`config.mk`:
```
export PLATFORM = sky130hd
export DESIGN_NAME = hood_top
export DESIGN_NICKNAME = d
export VERILOG_FILES = /design/src/source/hood_pkg.sv /design/src/source/bcd_countdown.sv /design/src/source/clock_keeper.sv /design/src/source/hood_fsm.sv /design/src/source/hood_top.sv /design/src/source/second_tick.sv
export SDC_FILE = /design/constraint.sdc
export NUM_CORES = 1
export LEC_CHECK = 0
export ABC_AREA = 1
export BUFFER_PORTS_ARGS = -buffer_cell sky130_fd_sc_hd__buf_2
export CAP_MARGIN = 20
export CELL_PAD_IN_SITES_DETAIL_PLACEMENT = 2
export CELL_PAD_IN_SITES_GLOBAL_PLACEMENT = 2
export CORE_UTILIZATION = 37
export CTS_CLUSTER_DIAMETER = 150
export DETAILED_ROUTE_END_ITERATION = 8
export GPL_ROUTABILITY_DRIVEN = 1
export MAX_ROUTING_LAYER = met4
export PLACE_DENSITY_LB_ADDON = 0.1
export SLEW_MARGIN = 20
export SYNTH_ARGS = -nofsm -noshare
export SYNTH_HDL_FRONTEND = slang
export SYNTH_HIERARCHICAL = 1
export SYNTH_SLANG_ARGS = --single-unit
```
`constraint.sdc`:
```
create_clock -name clk -period 2.5 [get_ports clk]
set_input_delay 0.125 -clock clk [delete_from_list [all_inputs] [get_ports clk]]
set_output_delay 0.125 -clock clk [all_outputs]
set_load 0.02 [all_outputs]
```
`src/source/hood_pkg.sv`:
```
package hood_pkg;

    typedef logic [23:0] bcd_time_t; // hh:mm:ss, one BCD digit per nibble
    typedef logic [7:0]  storm_count_t;
    typedef logic [11:0] clean_count_t;
    typedef logic [7:0]  show_code_t;

    typedef enum logic [3:0] {
        SHUTDOWN,
        STANDBY,
        MENU,
        SPEED_ONE,
        SPEED_TWO,
        STORM,
        STORM_EXIT,
        CLEAN,
        SHOW_WORK,
        SET_HOUR,
        SET_MIN,
        SET_SEC
    } hood_mode_t;

    // screen codes, upper nibble groups the screens
    localparam show_code_t SHOW_STAN     = 8'h01;
    localparam show_code_t SHOW_MENU     = 8'h02;
    localparam show_code_t SHOW_ONE      = 8'h11;
    localparam show_code_t SHOW_TWO      = 8'h12;
    localparam show_code_t SHOW_STORM    = 8'h13;
    localparam show_code_t SHOW_EXIT     = 8'h14;
    localparam show_code_t SHOW_CLEAN    = 8'h15;
    localparam show_code_t SHOW_WORKTIME = 8'h21; // SHOW_WORK is taken by the mode
    localparam show_code_t SHOW_SET_H    = 8'h31;
    localparam show_code_t SHOW_SET_M    = 8'h32;
    localparam show_code_t SHOW_SET_S    = 8'h33;

    localparam storm_count_t STORM_SECONDS = 8'h60;
    localparam clean_count_t CLEAN_SECONDS = 12'h180;
    localparam int           TICKS_PER_SEC = 100_000_000;
    localparam bcd_time_t    REMIND_TIME   = 24'h10_00_00;
    localparam logic [7:0]   HOUR_MAX      = 8'h23;
    localparam logic [7:0]   MIN_SEC_MAX   = 8'h59;

    // one second forward; hours run on to 99 unless wrap_day is set
    function automatic bcd_time_t bcd_time_inc(input bcd_time_t t, input logic wrap_day);
        bcd_time_t  r;
        logic       carry;
        logic [3:0] lim;
        r = t;
        carry = 1'b1;
        for (int i = 0; i < 6; i++) begin
            lim = (i == 1 || i == 3) ? 4'd5 : 4'd9; // tens of sec and min stop at 5
            if (carry) begin
                if (r[4*i +: 4] == lim) begin
                    r[4*i +: 4] = 4'd0;
                end else begin
                    r[4*i +: 4] = r[4*i +: 4] + 4'd1;
                    carry = 1'b0;
                end
            end
        end
        if (wrap_day && r[23:16] > HOUR_MAX)
            r[23:16] = 8'h00;
        return r;
    endfunction

    // two-digit field up or down, wraps between 00 and max
    function automatic logic [7:0] bcd_field_step(input logic [7:0] f, input logic up,
                                                  input logic [7:0] max);
        logic [7:0] r;
        if (up) begin
            if (f == max)
                r = 8'h00;
            else if (f[3:0] == 4'd9)
                r = {f[7:4] + 4'd1, 4'd0};
            else
                r = {f[7:4], f[3:0] + 4'd1};
        end else begin
            if (f == 8'h00)
                r = max;
            else if (f[3:0] == 4'd0)
                r = {f[7:4] - 4'd1, 4'd9};
            else
                r = {f[7:4], f[3:0] - 4'd1};
        end
        return r;
    endfunction

endpackage

```
`src/source/bcd_countdown.sv`:
```
`timescale 1ns/1ns

module bcd_countdown #(
    parameter type    count_t     = logic [7:0],
    parameter count_t start_value = '0
) (
    input  logic   clk,
    input  logic   rst,
    input  logic   tick,
    input  logic   load,
    input  logic   run,
    output count_t count
);

    localparam int digits = $bits(count_t) / 4;

    // one BCD step down, borrow ripples up
    function automatic count_t bcd_dec(input count_t c);
        count_t r;
        logic   borrow;
        r = c;
        borrow = 1'b1;
        for (int i = 0; i < digits; i++) begin
            if (borrow) begin
                if (r[4*i +: 4] == 4'd0) begin
                    r[4*i +: 4] = 4'd9;
                end else begin
                    r[4*i +: 4] = r[4*i +: 4] - 4'd1;
                    borrow = 1'b0;
                end
            end
        end
        return r;
    endfunction

    always_ff @(posedge clk or negedge rst) begin
        if (!rst)
            count <= '0;
        else if (load)
            count <= start_value;
        else if (!run)
            count <= '0; // idle timer reads zero
        else if (tick && count != '0)
            count <= bcd_dec(count);
    end

endmodule

```
`src/source/clock_keeper.sv`:
```
`timescale 1ns/1ns

module clock_keeper import hood_pkg::*; #(
    parameter bcd_time_t remind_time = REMIND_TIME
) (
    input  logic      clk,
    input  logic      rst,
    input  logic      power,
    input  logic      tick,
    input  logic      run_work,
    input  logic      clear_work,
    input  logic      load_now,
    input  bcd_time_t edit_time,
    output bcd_time_t now_time,
    output bcd_time_t work_time,
    output logic      reminder
);

    // time of day
    always_ff @(posedge clk or negedge rst) begin
        if (!rst) begin
            now_time <= '0;
        end else if (!power) begin
            now_time <= '0;
        end else if (load_now) begin
            now_time <= edit_time; // edited value wins over a tick in the same cycle
        end else if (tick) begin
            now_time <= bcd_time_inc(now_time, 1'b1);
        end
    end

    // fan running time, no day wrap
    always_ff @(posedge clk or negedge rst) begin
        if (!rst) begin
            work_time <= '0;
        end else if (!power) begin
            work_time <= '0;
        end else if (clear_work) begin
            work_time <= '0;
        end else if (tick && run_work) begin
            work_time <= bcd_time_inc(work_time, 1'b0);
        end
    end

    // BCD keeps numeric order so a plain compare works
    always_ff @(posedge clk or negedge rst) begin
        if (!rst)
            reminder <= 1'b0;
        else
            reminder <= power && (work_time >= remind_time);
    end

endmodule

```
`src/source/hood_fsm.sv`:
```
`timescale 1ns/1ns

module hood_fsm import hood_pkg::*; (
    input  logic         clk,
    input  logic         rst,
    input  logic         power,
    input  logic         key_a,
    input  logic         key_s,
    input  logic         key_w,
    input  logic         key_x,
    input  logic         key_d,
    input  bcd_time_t    now_time,
    input  bcd_time_t    work_time,
    input  storm_count_t storm_count,
    input  clean_count_t clean_count,
    output logic         storm_load,
    output logic         storm_run,
    output logic         clean_load,
    output logic         clean_run,
    output logic         run_work,
    output logic         clear_work,
    output logic         load_now,
    output bcd_time_t    edit_time,
    output hood_mode_t   mode,
    output show_code_t   display_code,
    output bcd_time_t    display_value
);

    hood_mode_t mode_nxt;
    bcd_time_t  edit_nxt;
    logic       storm_used; // storm allowed once per power-on

    always_comb begin
        mode_nxt   = mode;
        edit_nxt   = edit_time;
        storm_load = 1'b0;
        clean_load = 1'b0;
        clear_work = 1'b0;
        load_now   = 1'b0;
        if (!power) begin
            mode_nxt = SHUTDOWN;
        end else begin
            case (mode)
                SHUTDOWN: mode_nxt = STANDBY;
                STANDBY: begin
                    if (key_w) begin
                        mode_nxt = MENU;
                    end else if (key_x) begin
                        mode_nxt = SHOW_WORK;
                    end else if (key_a) begin
                        mode_nxt = SET_HOUR;
                        edit_nxt = now_time; // start editing from the live clock
                    end
                end
                MENU: begin
                    if (key_a) begin
                        mode_nxt = SPEED_ONE;
                    end else if (key_s) begin
                        mode_nxt = SPEED_TWO;
                    end else if (key_d && !storm_used) begin
                        mode_nxt   = STORM;
                        storm_load = 1'b1;
                    end else if (key_x) begin
                        mode_nxt   = CLEAN;
                        clean_load = 1'b1;
                    end else if (key_w) begin
                        mode_nxt = STANDBY;
                    end
                end
                SPEED_ONE: begin
                    if (key_s)
                        mode_nxt = SPEED_TWO;
                    else if (key_w)
                        mode_nxt = STANDBY;
                end
                SPEED_TWO: begin
                    if (key_a)
                        mode_nxt = SPEED_ONE;
                    else if (key_w)
                        mode_nxt = STANDBY;
                end
                STORM: begin
                    if (key_w) begin
                        mode_nxt   = STORM_EXIT;
                        storm_load = 1'b1; // exit run-down starts from a full count
                    end else if (storm_count == '0) begin
                        mode_nxt = SPEED_TWO;
                    end
                end
                STORM_EXIT: begin
                    if (storm_count == '0)
                        mode_nxt = STANDBY;
                end
                CLEAN: begin
                    if (clean_count == '0) begin
                        mode_nxt   = STANDBY;
                        clear_work = 1'b1;
                    end
                end
                SHOW_WORK: begin
                    if (key_w)
                        mode_nxt = STANDBY;
                end
                SET_HOUR: begin
                    if (key_a || key_d)
                        edit_nxt[23:16] = bcd_field_step(edit_time[23:16], key_a, HOUR_MAX);
                    else if (key_s)
                        mode_nxt = SET_MIN;
                end
                SET_MIN: begin
                    if (key_a || key_d)
                        edit_nxt[15:8] = bcd_field_step(edit_time[15:8], key_a, MIN_SEC_MAX);
                    else if (key_s)
                        mode_nxt = SET_SEC;
                end
                SET_SEC: begin
                    if (key_a || key_d) begin
                        edit_nxt[7:0] = bcd_field_step(edit_time[7:0], key_a, MIN_SEC_MAX);
                    end else if (key_s) begin
                        mode_nxt = STANDBY;
                        load_now = 1'b1;
                    end
                end
                default: mode_nxt = SHUTDOWN;
            endcase
        end
    end

    always_ff @(posedge clk or negedge rst) begin
        if (!rst) begin
            mode       <= SHUTDOWN;
            storm_used <= 1'b0;
        end else begin
            mode <= mode_nxt;
            if (mode_nxt == SHUTDOWN)
                storm_used <= 1'b0;
            else if (mode_nxt == STORM)
                storm_used <= 1'b1;
        end
    end

    always_ff @(posedge clk or negedge rst) begin
        if (!rst)
            edit_time <= '0;
        else
            edit_time <= edit_nxt;
    end

    assign storm_run = (mode == STORM) || (mode == STORM_EXIT);
    assign clean_run = (mode == CLEAN);
    assign run_work  = (mode == SPEED_ONE) || (mode == SPEED_TWO) || storm_run;

    always_ff @(posedge clk or negedge rst) begin
        if (!rst) begin
            display_code  <= SHOW_STAN;
            display_value <= '0;
        end else begin
            display_value <= now_time;
            case (mode)
                MENU:      display_code <= SHOW_MENU;
                SPEED_ONE: display_code <= SHOW_ONE;
                SPEED_TWO: display_code <= SHOW_TWO;
                STORM, STORM_EXIT: begin
                    display_code  <= (mode == STORM) ? SHOW_STORM : SHOW_EXIT;
                    display_value <= {16'h0000, storm_count};
                end
                CLEAN: begin
                    display_code  <= SHOW_CLEAN;
                    display_value <= {12'h000, clean_count};
                end
                SHOW_WORK: begin
                    display_code  <= SHOW_WORKTIME;
                    display_value <= work_time;
                end
                SET_HOUR, SET_MIN, SET_SEC: begin
                    display_value <= edit_time;
                    if (mode == SET_HOUR)
                        display_code <= SHOW_SET_H;
                    else if (mode == SET_MIN)
                        display_code <= SHOW_SET_M;
                    else
                        display_code <= SHOW_SET_S;
                end
                default:   display_code <= SHOW_STAN; // shutdown and standby
            endcase
        end
    end

endmodule

```
`src/source/hood_top.sv`:
```
`timescale 1ns/1ns

module hood_top import hood_pkg::*; #(
    parameter int        tick_div    = TICKS_PER_SEC,
    parameter bcd_time_t remind_time = REMIND_TIME
) (
    input  logic       clk,
    input  logic       rst,
    input  logic       power,
    input  logic       key_a,
    input  logic       key_s,
    input  logic       key_w,
    input  logic       key_x,
    input  logic       key_d,
    output hood_mode_t mode,
    output show_code_t display_code,
    output bcd_time_t  display_value,
    output logic       reminder
);

    logic         tick;
    logic         run_work;
    logic         clear_work;
    logic         load_now;
    logic         storm_load;
    logic         storm_run;
    logic         clean_load;
    logic         clean_run;
    bcd_time_t    edit_time;
    bcd_time_t    now_time;
    bcd_time_t    work_time;
    storm_count_t storm_count;
    clean_count_t clean_count;

    second_tick #(
        .tick_div (tick_div)
    ) u_second_tick (
        .clk  (clk),
        .rst  (rst),
        .tick (tick)
    );

    clock_keeper #(
        .remind_time (remind_time)
    ) u_clock_keeper (
        .clk        (clk),
        .rst        (rst),
        .power      (power),
        .tick       (tick),
        .run_work   (run_work),
        .clear_work (clear_work),
        .load_now   (load_now),
        .edit_time  (edit_time),
        .now_time   (now_time),
        .work_time  (work_time),
        .reminder   (reminder)
    );

    // 60 s storm and exit run-down
    bcd_countdown #(
        .count_t     (storm_count_t),
        .start_value (STORM_SECONDS)
    ) u_storm_timer (
        .clk   (clk),
        .rst   (rst),
        .tick  (tick),
        .load  (storm_load),
        .run   (storm_run),
        .count (storm_count)
    );

    bcd_countdown #(
        .count_t     (clean_count_t),
        .start_value (CLEAN_SECONDS)
    ) u_clean_timer (
        .clk   (clk),
        .rst   (rst),
        .tick  (tick),
        .load  (clean_load),
        .run   (clean_run),
        .count (clean_count)
    );

    hood_fsm u_hood_fsm (
        .clk           (clk),
        .rst           (rst),
        .power         (power),
        .key_a         (key_a),
        .key_s         (key_s),
        .key_w         (key_w),
        .key_x         (key_x),
        .key_d         (key_d),
        .now_time      (now_time),
        .work_time     (work_time),
        .storm_count   (storm_count),
        .clean_count   (clean_count),
        .storm_load    (storm_load),
        .storm_run     (storm_run),
        .clean_load    (clean_load),
        .clean_run     (clean_run),
        .run_work      (run_work),
        .clear_work    (clear_work),
        .load_now      (load_now),
        .edit_time     (edit_time),
        .mode          (mode),
        .display_code  (display_code),
        .display_value (display_value)
    );

endmodule

```
`src/source/second_tick.sv`:
```
`timescale 1ns/1ns

module second_tick import hood_pkg::*; #(
    parameter int tick_div = TICKS_PER_SEC
) (
    input  logic clk,
    input  logic rst,
    output logic tick
);

    localparam int cnt_w = (tick_div > 1) ? $clog2(tick_div) : 1;

    logic [cnt_w-1:0] cnt;

    // free running, pulse on terminal count
    always_ff @(posedge clk or negedge rst) begin
        if (!rst) begin
            cnt  <= '0;
            tick <= 1'b0;
        end else if (cnt == cnt_w'(tick_div - 1)) begin
            cnt  <= '0;
            tick <= 1'b1;
        end else begin
            cnt  <= cnt + 1'b1;
            tick <= 1'b0;
        end
    end

endmodule

```
==> results.yml, run 1 <==
grt:
  gr-usage-all-layers_pct: 27.53
  grt_pass1_wl_mm: 60.60
  antenna_found_initial: 0
  grt_pass1_vias: 10960
  grt_start_max_net_pins: 50
  grt-ovfl-total: 0
worst_setup_path:
  cp-start-kind: "register"
  criticalPathCategory: "reg2reg"
  endpoint_kind: "register"
  crit_required_ps: 2840
  r2r_start: "u_clean_timer/count[11]$_DFFE_PN0P_"
  crit_fanout: 10
  cp-startpoint: "u_clean_timer/count[11]$_DFFE_PN0P_"
  arrival_ps: 2740
timing:
  relSlewSlack_pct: 60.51
  final-setup-viol-count: 0
  slew_viol_final: 0
  fin_ws_ps: 107.1
  hold_violations: 0
  worst_pin_slew_ps: 592.4
  grt_setup_unrepaired: "yes"
  fin_crit_sh_pct: 95.72
  period_minus_slack_ps: 2393
  fmax_ghz: 0.4179
  skew_ps: 14.53
synth:
  synth_edf_count: 0
  synthDistinctLibCells: 56
  seq_area_frac_synth_pct: 36.31
  ys.warnings.count: 6
  syn_inst: 1443
  yosys_register_bits: 155
  postSynth.asyncResetShare_pct: 100.0
  ys.flop_type: "dfrtp_1"
  avgSynthCellArea_sq_um: 7.405
  netlist_area_sq_mm: 0.01069
placed_design:
  dp_slack_ps: -62.29
  place_congestion: 0.8618
  dp_hpwl_mm: 29.15
  dpl_cell_area_sq_mm: 0.01151
  numPortBuffers: 41
floorplanning:
  core_sq_mm: 0.02809
  start_util_pct: 38.04
  die_h_microns: 171.9
  fp.dieArea_sq_mm: 0.02956
  pin_count: 45
  num_rows: 61
  die_x_microns: 171.9
cts:
  cts_sinks: 155
  cts_tree: "done"
  numCtsBuffers: 17
  clockBufferDepth: 2
  cts_root_buf: "clkbuf_16"
  h-tree-depth: 4
  clock_latency_ps: 450
  clk_pin_slew_worst_paths_ps: 70
power:
  power_density_mw_per_mm2: 644.0
  ir_drop_uv: 362.1
  p_leak_nw: 5.841
cells_and_area:
  final_nets: 1573
  area_growth_pct: 13.98
  fin_area_sq_mm: 0.01218
  antennaDiodeCount: 0
  layout-drive-gt1-share_pct: 16.08
  final_cell_mix: "nand2_1, nor2_1, dfrtp_1"
  final_common_cell: "nand2_1"
routing:
  post-route-drc-count: 0
  viasPerCell: 5.359
  wl_mm: 38.35
  drt_pass1_iterations: 5
  drtIter0Drc: 537
  vias: 10230
  drtAntennaViolNets: 0
  wl_per_cell_microns: 20.10
outcome:
  status: "completed"
flow_run:
  drv_cap: 0
worst_hold_path:
  hold_start: "power"
  hold_path_class: "in2reg"
synth_stat cells (3+ instances only):
cell | number | share of area, %
nand2_1 | 354 | 12
nor2_1 | 171 | 6.0
dfrtp_1 | 154 | 36
inv_1 | 138 | 4.8
nand3_1 | 116 | 5.4
o21ai_0 | 87 | 4.1
a21oi_1 | 49 | 2.3
ha_1 | 48 | 5.6
xor2_1 | 32 | 2.6
inv_2 | 28 | 0.98
o211ai_1 | 25 | 1.8
nand2_2 | 18 | 1.1
nor2_4 | 18 | 1.9
o21ai_1 | 16 | 0.75
o22ai_1 | 16 | 0.94
clkbuf_1 | 14 | 0.49
nor2_2 | 14 | 0.82
nor3_1 | 14 | 0.66
nand2_4 | 13 | 1.4
nand4_1 | 13 | 0.76
o2111ai_1 | 12 | 0.98
a22oi_1 | 7 | 0.49
a31oi_1 | 6 | 0.35
buf_2 | 6 | 0.28
nor2_8 | 6 | 1.1
xnor2_1 | 6 | 0.49
o21ai_2 | 5 | 0.41
or2_2 | 5 | 0.29
buf_4 | 4 | 0.28
o32ai_1 | 4 | 0.33
a21oi_4 | 3 | 0.46
and2_1 | 3 | 0.18
buf_6 | 3 | 0.32
clkinv_1 | 3 | 0.11
clkinv_2 | 3 | 0.14
nand3_4 | 3 | 0.49
nand3b_1 | 3 | 0.21
power by group:
group          total, mW  leakage, nW  switching [mW]  internal, mW
sequential          3.10         2.10           0.354          2.75
combinational       2.11         3.47            1.44         0.669
clock               2.64        0.280            1.30          1.34
total               7.84         5.84            3.09          4.75
final cells by class:
type	instances	area, sq um
clock buffer	17	425.4
clock inverter	15	151.4
fill	3378	15910
inverter	175	685.7
multi-input combinational	1088	6011
sequential	155	3885
tap	378	473.0
timing repair buffer	79	540.5
timing repair inverter	1	7.507
per-layer routing:
| metal | share of wire (%) | global-route usage, % |
|---|---|---|
| met5 | 0 | - |
| met4 | 1.9 | 6.695 |
| met3 | 2.3 | 3.044 |
| met2 | 50 | 47.21 |
| met1 | 46 | 34.57 |
cell families (layout without fill, tap and decap cells):
family | after synthesis | count (layout) | share of synthesized area [%]
AOI/OAI and AO/OA | 242 | 242 | 13.85
xor gates and xnor gates | 38 | 38 | 3.115
adders and majority gates | 48 | 48 | 5.621
buffers and inverters | 202 | 287 | 7.752
DFF | 155 | 155 | 36.31
other | 1 | 3 | 0.03510
and+or+nand+nor | 757 | 757 | 33.31
registers in the layout, summed over array words and instances, names as in the netlist:
register	count
u_clock_keeper/work_time	24
u_storm_timer/count	8
u_hood_fsm/storm_used	1
u_second_tick/tick	1
u_hood_fsm/edit_time	24
u_hood_fsm/display_value	24
u_second_tick/cnt	27
u_clean_timer/count	12
u_clock_keeper/now_time	24
u_clock_keeper/reminder	1
u_hood_fsm/display_code	5
u_hood_fsm/mode	4
path summary, 6_finish.rpt:
check,end,depth (start not counted),slack [ps]
max,u_clock_keeper/work_time[11]$_DFFE_PN0P_,16,110
min,u_clock_keeper/reminder$_DFF_PN0_,3,90
max reg2reg,u_clock_keeper/work_time[11]$_DFFE_PN0P_,16,110
min reg2reg,u_second_tick/cnt[0]$_DFF_PN0_,1,470
max in group asynchronous,u_hood_fsm/display_value[12]$_DFF_PN0_,3,1580
min in group asynchronous,u_clock_keeper/now_time[10]$_DFFE_PN0P_,2,200
per-stage QoR:
| step | total power, mW | TNS [ps] | cells | util, % | hold slack, ps |
|---|---|---|---|---|---|
| 5_1_grt | 8.264 | -2.428 | 1908 | 43.36 | 93.95 |
| 2_1_floorplan | 4.440 | 0 | 1445 | - | -170.6 |
| 3_5_place_dp | 5.197 | -199.2 | 1870 | 40.99 | 120.9 |
| 6_report | 7.844 | 0 | 1908 | 43.36 | 85.44 |
| 4_1_cts | 7.907 | 0 | 1903 | 43.09 | 73.14 |
| 3_3_place_gp | 5.109 | 0 | 1870 | 40.99 | 121.2 |
repair_timing:
item / CTS / global route
gates resized for setup: 2 / 10
buffers inserted: 0 / 4
gates cloned: 0 / 1
hold buffers: 1 / 0
hold endpoints to repair: 45 / 0
setup endpoints to repair: 4 / 15
worst max-delay path, stage by stage (launching register included):
cell and delay (ps):
dfrtp_1 450, nor2_1 160, nand2_1 70, nor2_1 100, nand2_1 120, nor3_1 160, buf_4 160, nor2_8 60
inv_2 90, nor2_2 60, inv_2 70, nand2_2 90, nor2_4 160, inv_2 70, nor2_2 140, a31oi_1 110
nor3b_1 210
Note: power is estimated with default switching activity, not from simulation.
==> run 2, diff against run 1 <==
Settings changed: REMOVE_ABC_BUFFERS set to 1.
==> run 2 against run 1 <==
Largest power group unchanged. Total power down 0.74%. Register-to-register slack improved by 30 ps. Utilization is 0.21 points lower. Combinational power about the same. Worst setup slack gained 26 ps. Count of clock-buffer cells in the layout is the same. Maximum frequency increased by 1.1%. Clock skew is essentially flat.
==> results.yml, run 2 (synthesis gave the netlist of run 1 again) <==
cts:
  h-tree-depth: 4
  clockBufferDepth: 2
  clk_pin_slew_worst_paths_ps: 70
  cts_sinks: 155
  numCtsBuffers: 17
  clock_latency_ps: 450
  post-cts-setup-buffer-count: 0
  cts_root_buf: "clkbuf_16"
  cts_tree: "done"
floorplanning:
  start_util_pct: 38.04
  core_sq_mm: 0.02809
  die_h_microns: 171.9
  fp.dieArea_sq_mm: 0.02956
  num_rows: 61
  pin_count: 45
  die_x_microns: 171.9
routing:
  vias: 10280
  wl_per_cell_microns: 19.92
  wl_mm: 37.96
  drtAntennaViolNets: 0
  drtIter0Drc: 495
  post-route-drc-count: 0
  drt_pass1_iterations: 5
  viasPerCell: 5.392
timing:
  hold_violations: 0
  skew_ps: 14.55
  fin_ws_ps: 133.1
  relSlewSlack_pct: 55.89
  slew_viol_final: 0
  worst_pin_slew_ps: 661.6
  fmax_ghz: 0.4225
  final-setup-viol-count: 0
  fin_crit_sh_pct: 94.68
  period_minus_slack_ps: 2367
cells_and_area:
  area_growth_pct: 13.42
  final_nets: 1571
  fillers: 3377
  postLayoutCoreUtil_pct: 43.15
  final_common_cell: "nand2_1"
  largest_reg_flops: 27
  antennaDiodeCount: 0
  final_cell_mix: "nand2_1, nor2_1, dfrtp_1"
  layout-drive-gt1-share_pct: 15.77
  regMostFlops: "u_second_tick/cnt"
grt:
  busiest_layer: "met2"
  grt.met2_usage_pct: 47.72
  grt-ovfl-total: 0
  grt_pass1_wl_mm: 61.11
  grtUsageMet3_pct: 3.250
  grt_start_max_net_pins: 61
  grt_pass1_vias: 11030
  antenna_found_initial: 0
  grtUsageMet1_pct: 34.12
  gr-usage-all-layers_pct: 27.72
worst_setup_path:
  worstPathCellList: "inv_1 > nor2_1 > nand2_1 > nor3_1 > buf_4 > nor2_8 > inv_2 > nor2_2 > inv_2 > nand2_2 > nor2_4 > inv_2 > nor2_2 > nand4_1 > nor3b_1"
  criticalPathCategory: "reg2reg"
  ff2ff_setup_slack_ps: 130
  cp_num_buf_inv: 5
  cp_slowest_cell: "dfrtp_2"
  reg2reg_depth: 15
  crit_path_frequent_cell: "inv_2"
  r2r_start: "u_hood_fsm/mode[2]$_DFF_PN0_"
  arrival_ps: 2700
  crit_required_ps: 2830
  cp-start-kind: "register"
  endpoint_kind: "register"
  r2r-end: "u_clock_keeper/work_time[11]$_DFFE_PN0P_"
  worst_path_dominant_cell_family: "simple AND/OR/NAND/NOR gates"
  slowest_delay_ps: 520
  crit_fanout: 10
worst_hold_path:
  hold_depth: 3
  hold_start: "power"
  hold_path_class: "in2reg"
  holdPathEnd: "u_clock_keeper/reminder$_DFF_PN0_"
placed_design:
  dp_slack_ps: -11.96
  numPortBuffers: 41
  dp_hpwl_mm: 29.16
  place_congestion: 0.9135
power:
  p_leak_nw: 5.830
  power_density_mw_per_mm2: 642.4
  power_mw: 7.785
  ir_drop_uv: 424.1
outcome:
  status: "completed"
flow_run:
  drv_cap: 0
## run 2: area by class of cell
cell class                      count  area [sq um]  area share, %
Sequential cell                   155          3881          32.03
Timing Repair inverter              1         7.507        0.06195
Timing Repair Buffer               77         496.7          4.099
Inverter                          175         685.7          5.658
Clock inverter                     15         146.4          1.208
Clock buffer                       17         425.4          3.510
Tap cell                          378         473.0          3.903
Multi-Input combinational cell   1088          6003          49.54
## run 2: through the flow
stage | instance area, sq um | hold slack (ps) | TNS, ps | std cells
after floorplan | 10550 | -170.6 | -21310 | 1418
after global placement | 11510 | 172.5 | 0 | 1872
after detailed placement | 11510 | 177.5 | -11.96 | 1872
after CTS | 12100 | 121.1 | 0 | 1905
after global routing | 12120 | 146.7 | -12.24 | 1906
final | 12120 | 131.7 | 0 | 1906
## run 2: layer usage
metal / wire length [microns] / part of all wire, % / vias to the layer above
met2: 19120 / 50 / 136
met4: 712 / 1.9 / 0
met5: 0 / 0 / -
li1: - / - / 4840
met1: 17180 / 45 / 5258
met3: 941 / 2.5 / 44
## run 2: how the worst max path moves through the flow
| stage | from | cells past startpoint | to |
|---|---|---|---|
| global placement | u_hood_fsm/mode[2]$_DFF_PN0_ | 15 | u_clock_keeper/work_time[11]$_DFFE_PN0P_ |
| CTS | u_hood_fsm/mode[2]$_DFF_PN0_ | 15 | u_clock_keeper/work_time[11]$_DFFE_PN0P_ |
| global route | u_hood_fsm/mode[2]$_DFF_PN0_ | 15 | u_clock_keeper/work_time[11]$_DFFE_PN0P_ |
| detailed placement | u_hood_fsm/mode[2]$_DFF_PN0_ | 7 | u_clock_keeper/now_time[12]$_DFFE_PN0P_ |
| finish | u_hood_fsm/mode[2]$_DFF_PN0_ | 15 | u_clock_keeper/work_time[11]$_DFFE_PN0P_ |
| floorplan | u_hood_fsm/mode[3]$_DFF_PN0_ | 10 | u_clock_keeper/now_time[11]$_DFFE_PN0P_ |
## run 2: repair_timing
item	4_1_cts	5_1_grt
cloned	0	1
endpoints found under the setup margin	1	15
pin swaps	0	0
hold endpoints to repair	55	0
hold buffers	1	0
resized for setup	1	6
## run 2: where the power goes
group	leakage, nW	total, mW	internal, mW	switching, mW
logic	3.45	2.09	0.671	1.42
registers	2.10	3.09	2.75	0.347
clock network	0.283	2.61	1.33	1.28
total	5.83	7.79	4.74	3.04
## run 2: worst min-delay path, delay by kind of cell
kind	cells	cell delay (ps)
compound gates	1	60
buf+inv	2	340
==> run 3, diff against run 2 <==
Settings changed: CORE_UTILIZATION 37 to 40.
Clock period 2.5 ns to 3.07 ns, I/O delays scaled along.
==> run 3 against run 2 <==
The flow now finishes with violations (DRC). Count of clock-buffer cells in the layout is 4 higher. First-iteration DRC count is 10% higher. Register-to-register slack better by 70 ps. Die area is 7.4% lower. Maximum frequency is 17% lower. Utilization is 2.5 points higher. Sequential share of layout area is 0.51 points higher. Clock skew hardly changed. Non-clock buffer count is 19 lower. Critical path depth is 2 lower. Global-route usage is 3.0 points higher. Critical path type unchanged. Critical endpoint unchanged. Largest cell class unchanged.
==> results.yml, run 3 (synthesis gave the netlist of run 1 again) <==
cts:
  post-cts-setup-buffer-count: 0
  clock_latency_ps: 440
  numCtsBuffers: 17
  cts_root_buf: "clkbuf_16"
  cts_resized: 0
  clk_pin_slew_worst_paths_ps: 70
  cts_hold_buf: 1
  clockBufferDepth: 2
  cts_sinks: 155
  cts_tree: "done"
  h-tree-depth: 4
timing:
  fin_crit_sh_pct: 93.27
  final-setup-viol-count: 0
  fmax_ghz: 0.3493
  hold_violations: 0
  relSlewSlack_pct: 49.18
  skew_ps: 14.41
  slew_viol_final: 0
  worst_pin_slew_ps: 762.3
  grt_setup_unrepaired: "no"
  period_minus_slack_ps: 2863
placed_design:
  numPortBuffers: 41
  place_inst: 1810
  place_congestion: 0.8990
  dp_hpwl_mm: 29.07
  dpl_cell_area_sq_mm: 0.01132
worst_hold_path:
  hold_depth: 3
  hold_path_class: "in2reg"
routing:
  drtIter0Drc: 545
  drtAntennaViolNets: 0
  viasPerCell: 5.576
  post-route-drc-count: 18
  wl_per_cell_microns: 21.45
  wl_mm: 39.56
  drt_pass1_iterations: 7
  vias: 10280
outcome:
  status: "finished, violations left"
  violations: "DRC"
flow_run:
  drv_cap: 0
worst_setup_path:
  worstPathCellList: "nor2_1 > nand2_1 > nor3_1 > nor2_8 > inv_2 > nor2_2 > inv_2 > nand2_2 > nor2_4 > inv_2 > nor2_2 > a31oi_1 > nor3b_1"
  reg2reg_depth: 13
  arrival_ps: 3200
  criticalPathCategory: "reg2reg"
  cp-start-kind: "register"
  slowest_delay_ps: 540
  crit_fanout: 10
  crit_path_frequent_cell: "inv_2"
  cp_slowest_cell: "nor3_1"
  crit_required_ps: 3410
  endpoint_kind: "register"
grt:
  antenna_found_initial: 0
  grt-ovfl-total: 0
  gr-usage-all-layers_pct: 30.71
  grt_start_max_net_pins: 73
  grt_pass1_vias: 11300
  grt_pass1_wl_mm: 62.42
cells_and_area:
  fin_area_sq_mm: 0.01193
  layout-drive-gt1-share_pct: 14.26
  largest_reg_flops: 27
  final_cell_mix: "nand2_1, nor2_1, dfrtp_1"
  regArea_sq_mm: 0.003880
  final_nets: 1551
  regMostFlops: "u_second_tick/cnt"
  fillers: 3073
  final_common_cell: "nand2_1"
  postLayoutCoreUtil_pct: 45.64
  multi_input_area_sq_mm: 0.005993
  area_growth_pct: 11.62
  fin_cells: 1844
power:
  internal_power_mw: 4.020
  power_frac_seq_pct: 39.1
  swShare_pct: 37.98
  pwr-share-comb_pct: 26.5
  p_leak_nw: 5.731
  power_density_mw_per_mm2: 543.4
  clkPwrFrac_pct: 34.4
  ir_drop_uv: 311.5
  switchingPower_mw: 2.461
floorplanning:
  start_util_pct: 40.89
  core_sq_mm: 0.02613
  pin_count: 45
  num_rows: 59
  fp.dieArea_sq_mm: 0.02737
  die_x_microns: 165.4
  die_h_microns: 165.4
-- run 3: through the flow --
step	setup TNS, ps	hold WS (ps)	power [mW]	worst slack, ps
3_5_place_dp	0	237.4	4.232	410.1
4_1_cts	0	127.2	6.506	219.0
5_1_grt	0	126.8	6.799	39.53
3_3_place_gp	0	227.1	4.133	550.9
6_report	0	137.6	6.481	206.7
2_1_floorplan	-7575	-142.1	3.593	-456.0
-- run 3: per-layer routing --
layer | part of all wire, % | GRT usage (%) | up-vias
li1 | - | - | 4814
met1 | 44 | 37.00 | 5225
met2 | 50 | 52.16 | 171
met3 | 3.2 | 4.520 | 72
met4 | 3.0 | 10.74 | 0
met5 | 0 | - | -
-- run 3: final cells by class --
class | count | area share [%]
inverter | 175 | 5.718
tap | 335 | 3.514
clock buffer | 21 | 3.861
clock inverter | 11 | 1.133
multi-input combinational | 1088 | 50.25
sequential | 155 | 32.53
timing repair buffer | 58 | 2.969
antenna | 1 | 0.02098
-- run 3: critical path, delay by kind of cell (launching register included) --
family,cells,cell delay (ps)
DFF,1,480
and+or+nand+nor,9,1870
buffers and inverters,3,270
AOI/OAI and AO/OA,1,110
-- run 3: worst paths after layout --
kind	startpoint	endpoint	slack, ps
min in group asynchronous	rst	u_hood_fsm/edit_time[10]$_DFFE_PN0P_	310
worst min-delay path	power	u_clock_keeper/now_time[22]$_DFFE_PN0P_	140
worst min register to register	u_second_tick/cnt[0]$_DFF_PN0_	u_second_tick/cnt[0]$_DFF_PN0_	490
max in group asynchronous	rst	u_hood_fsm/display_value[3]$_DFF_PN0_	1770
worst max-delay path	u_hood_fsm/mode[3]$_DFF_PN0_	u_clock_keeper/work_time[11]$_DFFE_PN0P_	210
worst max register to register	u_hood_fsm/mode[3]$_DFF_PN0_	u_clock_keeper/work_time[11]$_DFFE_PN0P_	210
-- run 3: power by group through the flow --
stage	Clock, mW	Sequential [mW]	Combinational, mW
floorplan	0	2.53	1.06
global placement	0	2.55	1.58
detailed placement	0	2.56	1.67
CTS	2.26	2.53	1.72
global route	2.33	2.57	1.90
finish	2.23	2.53	1.72
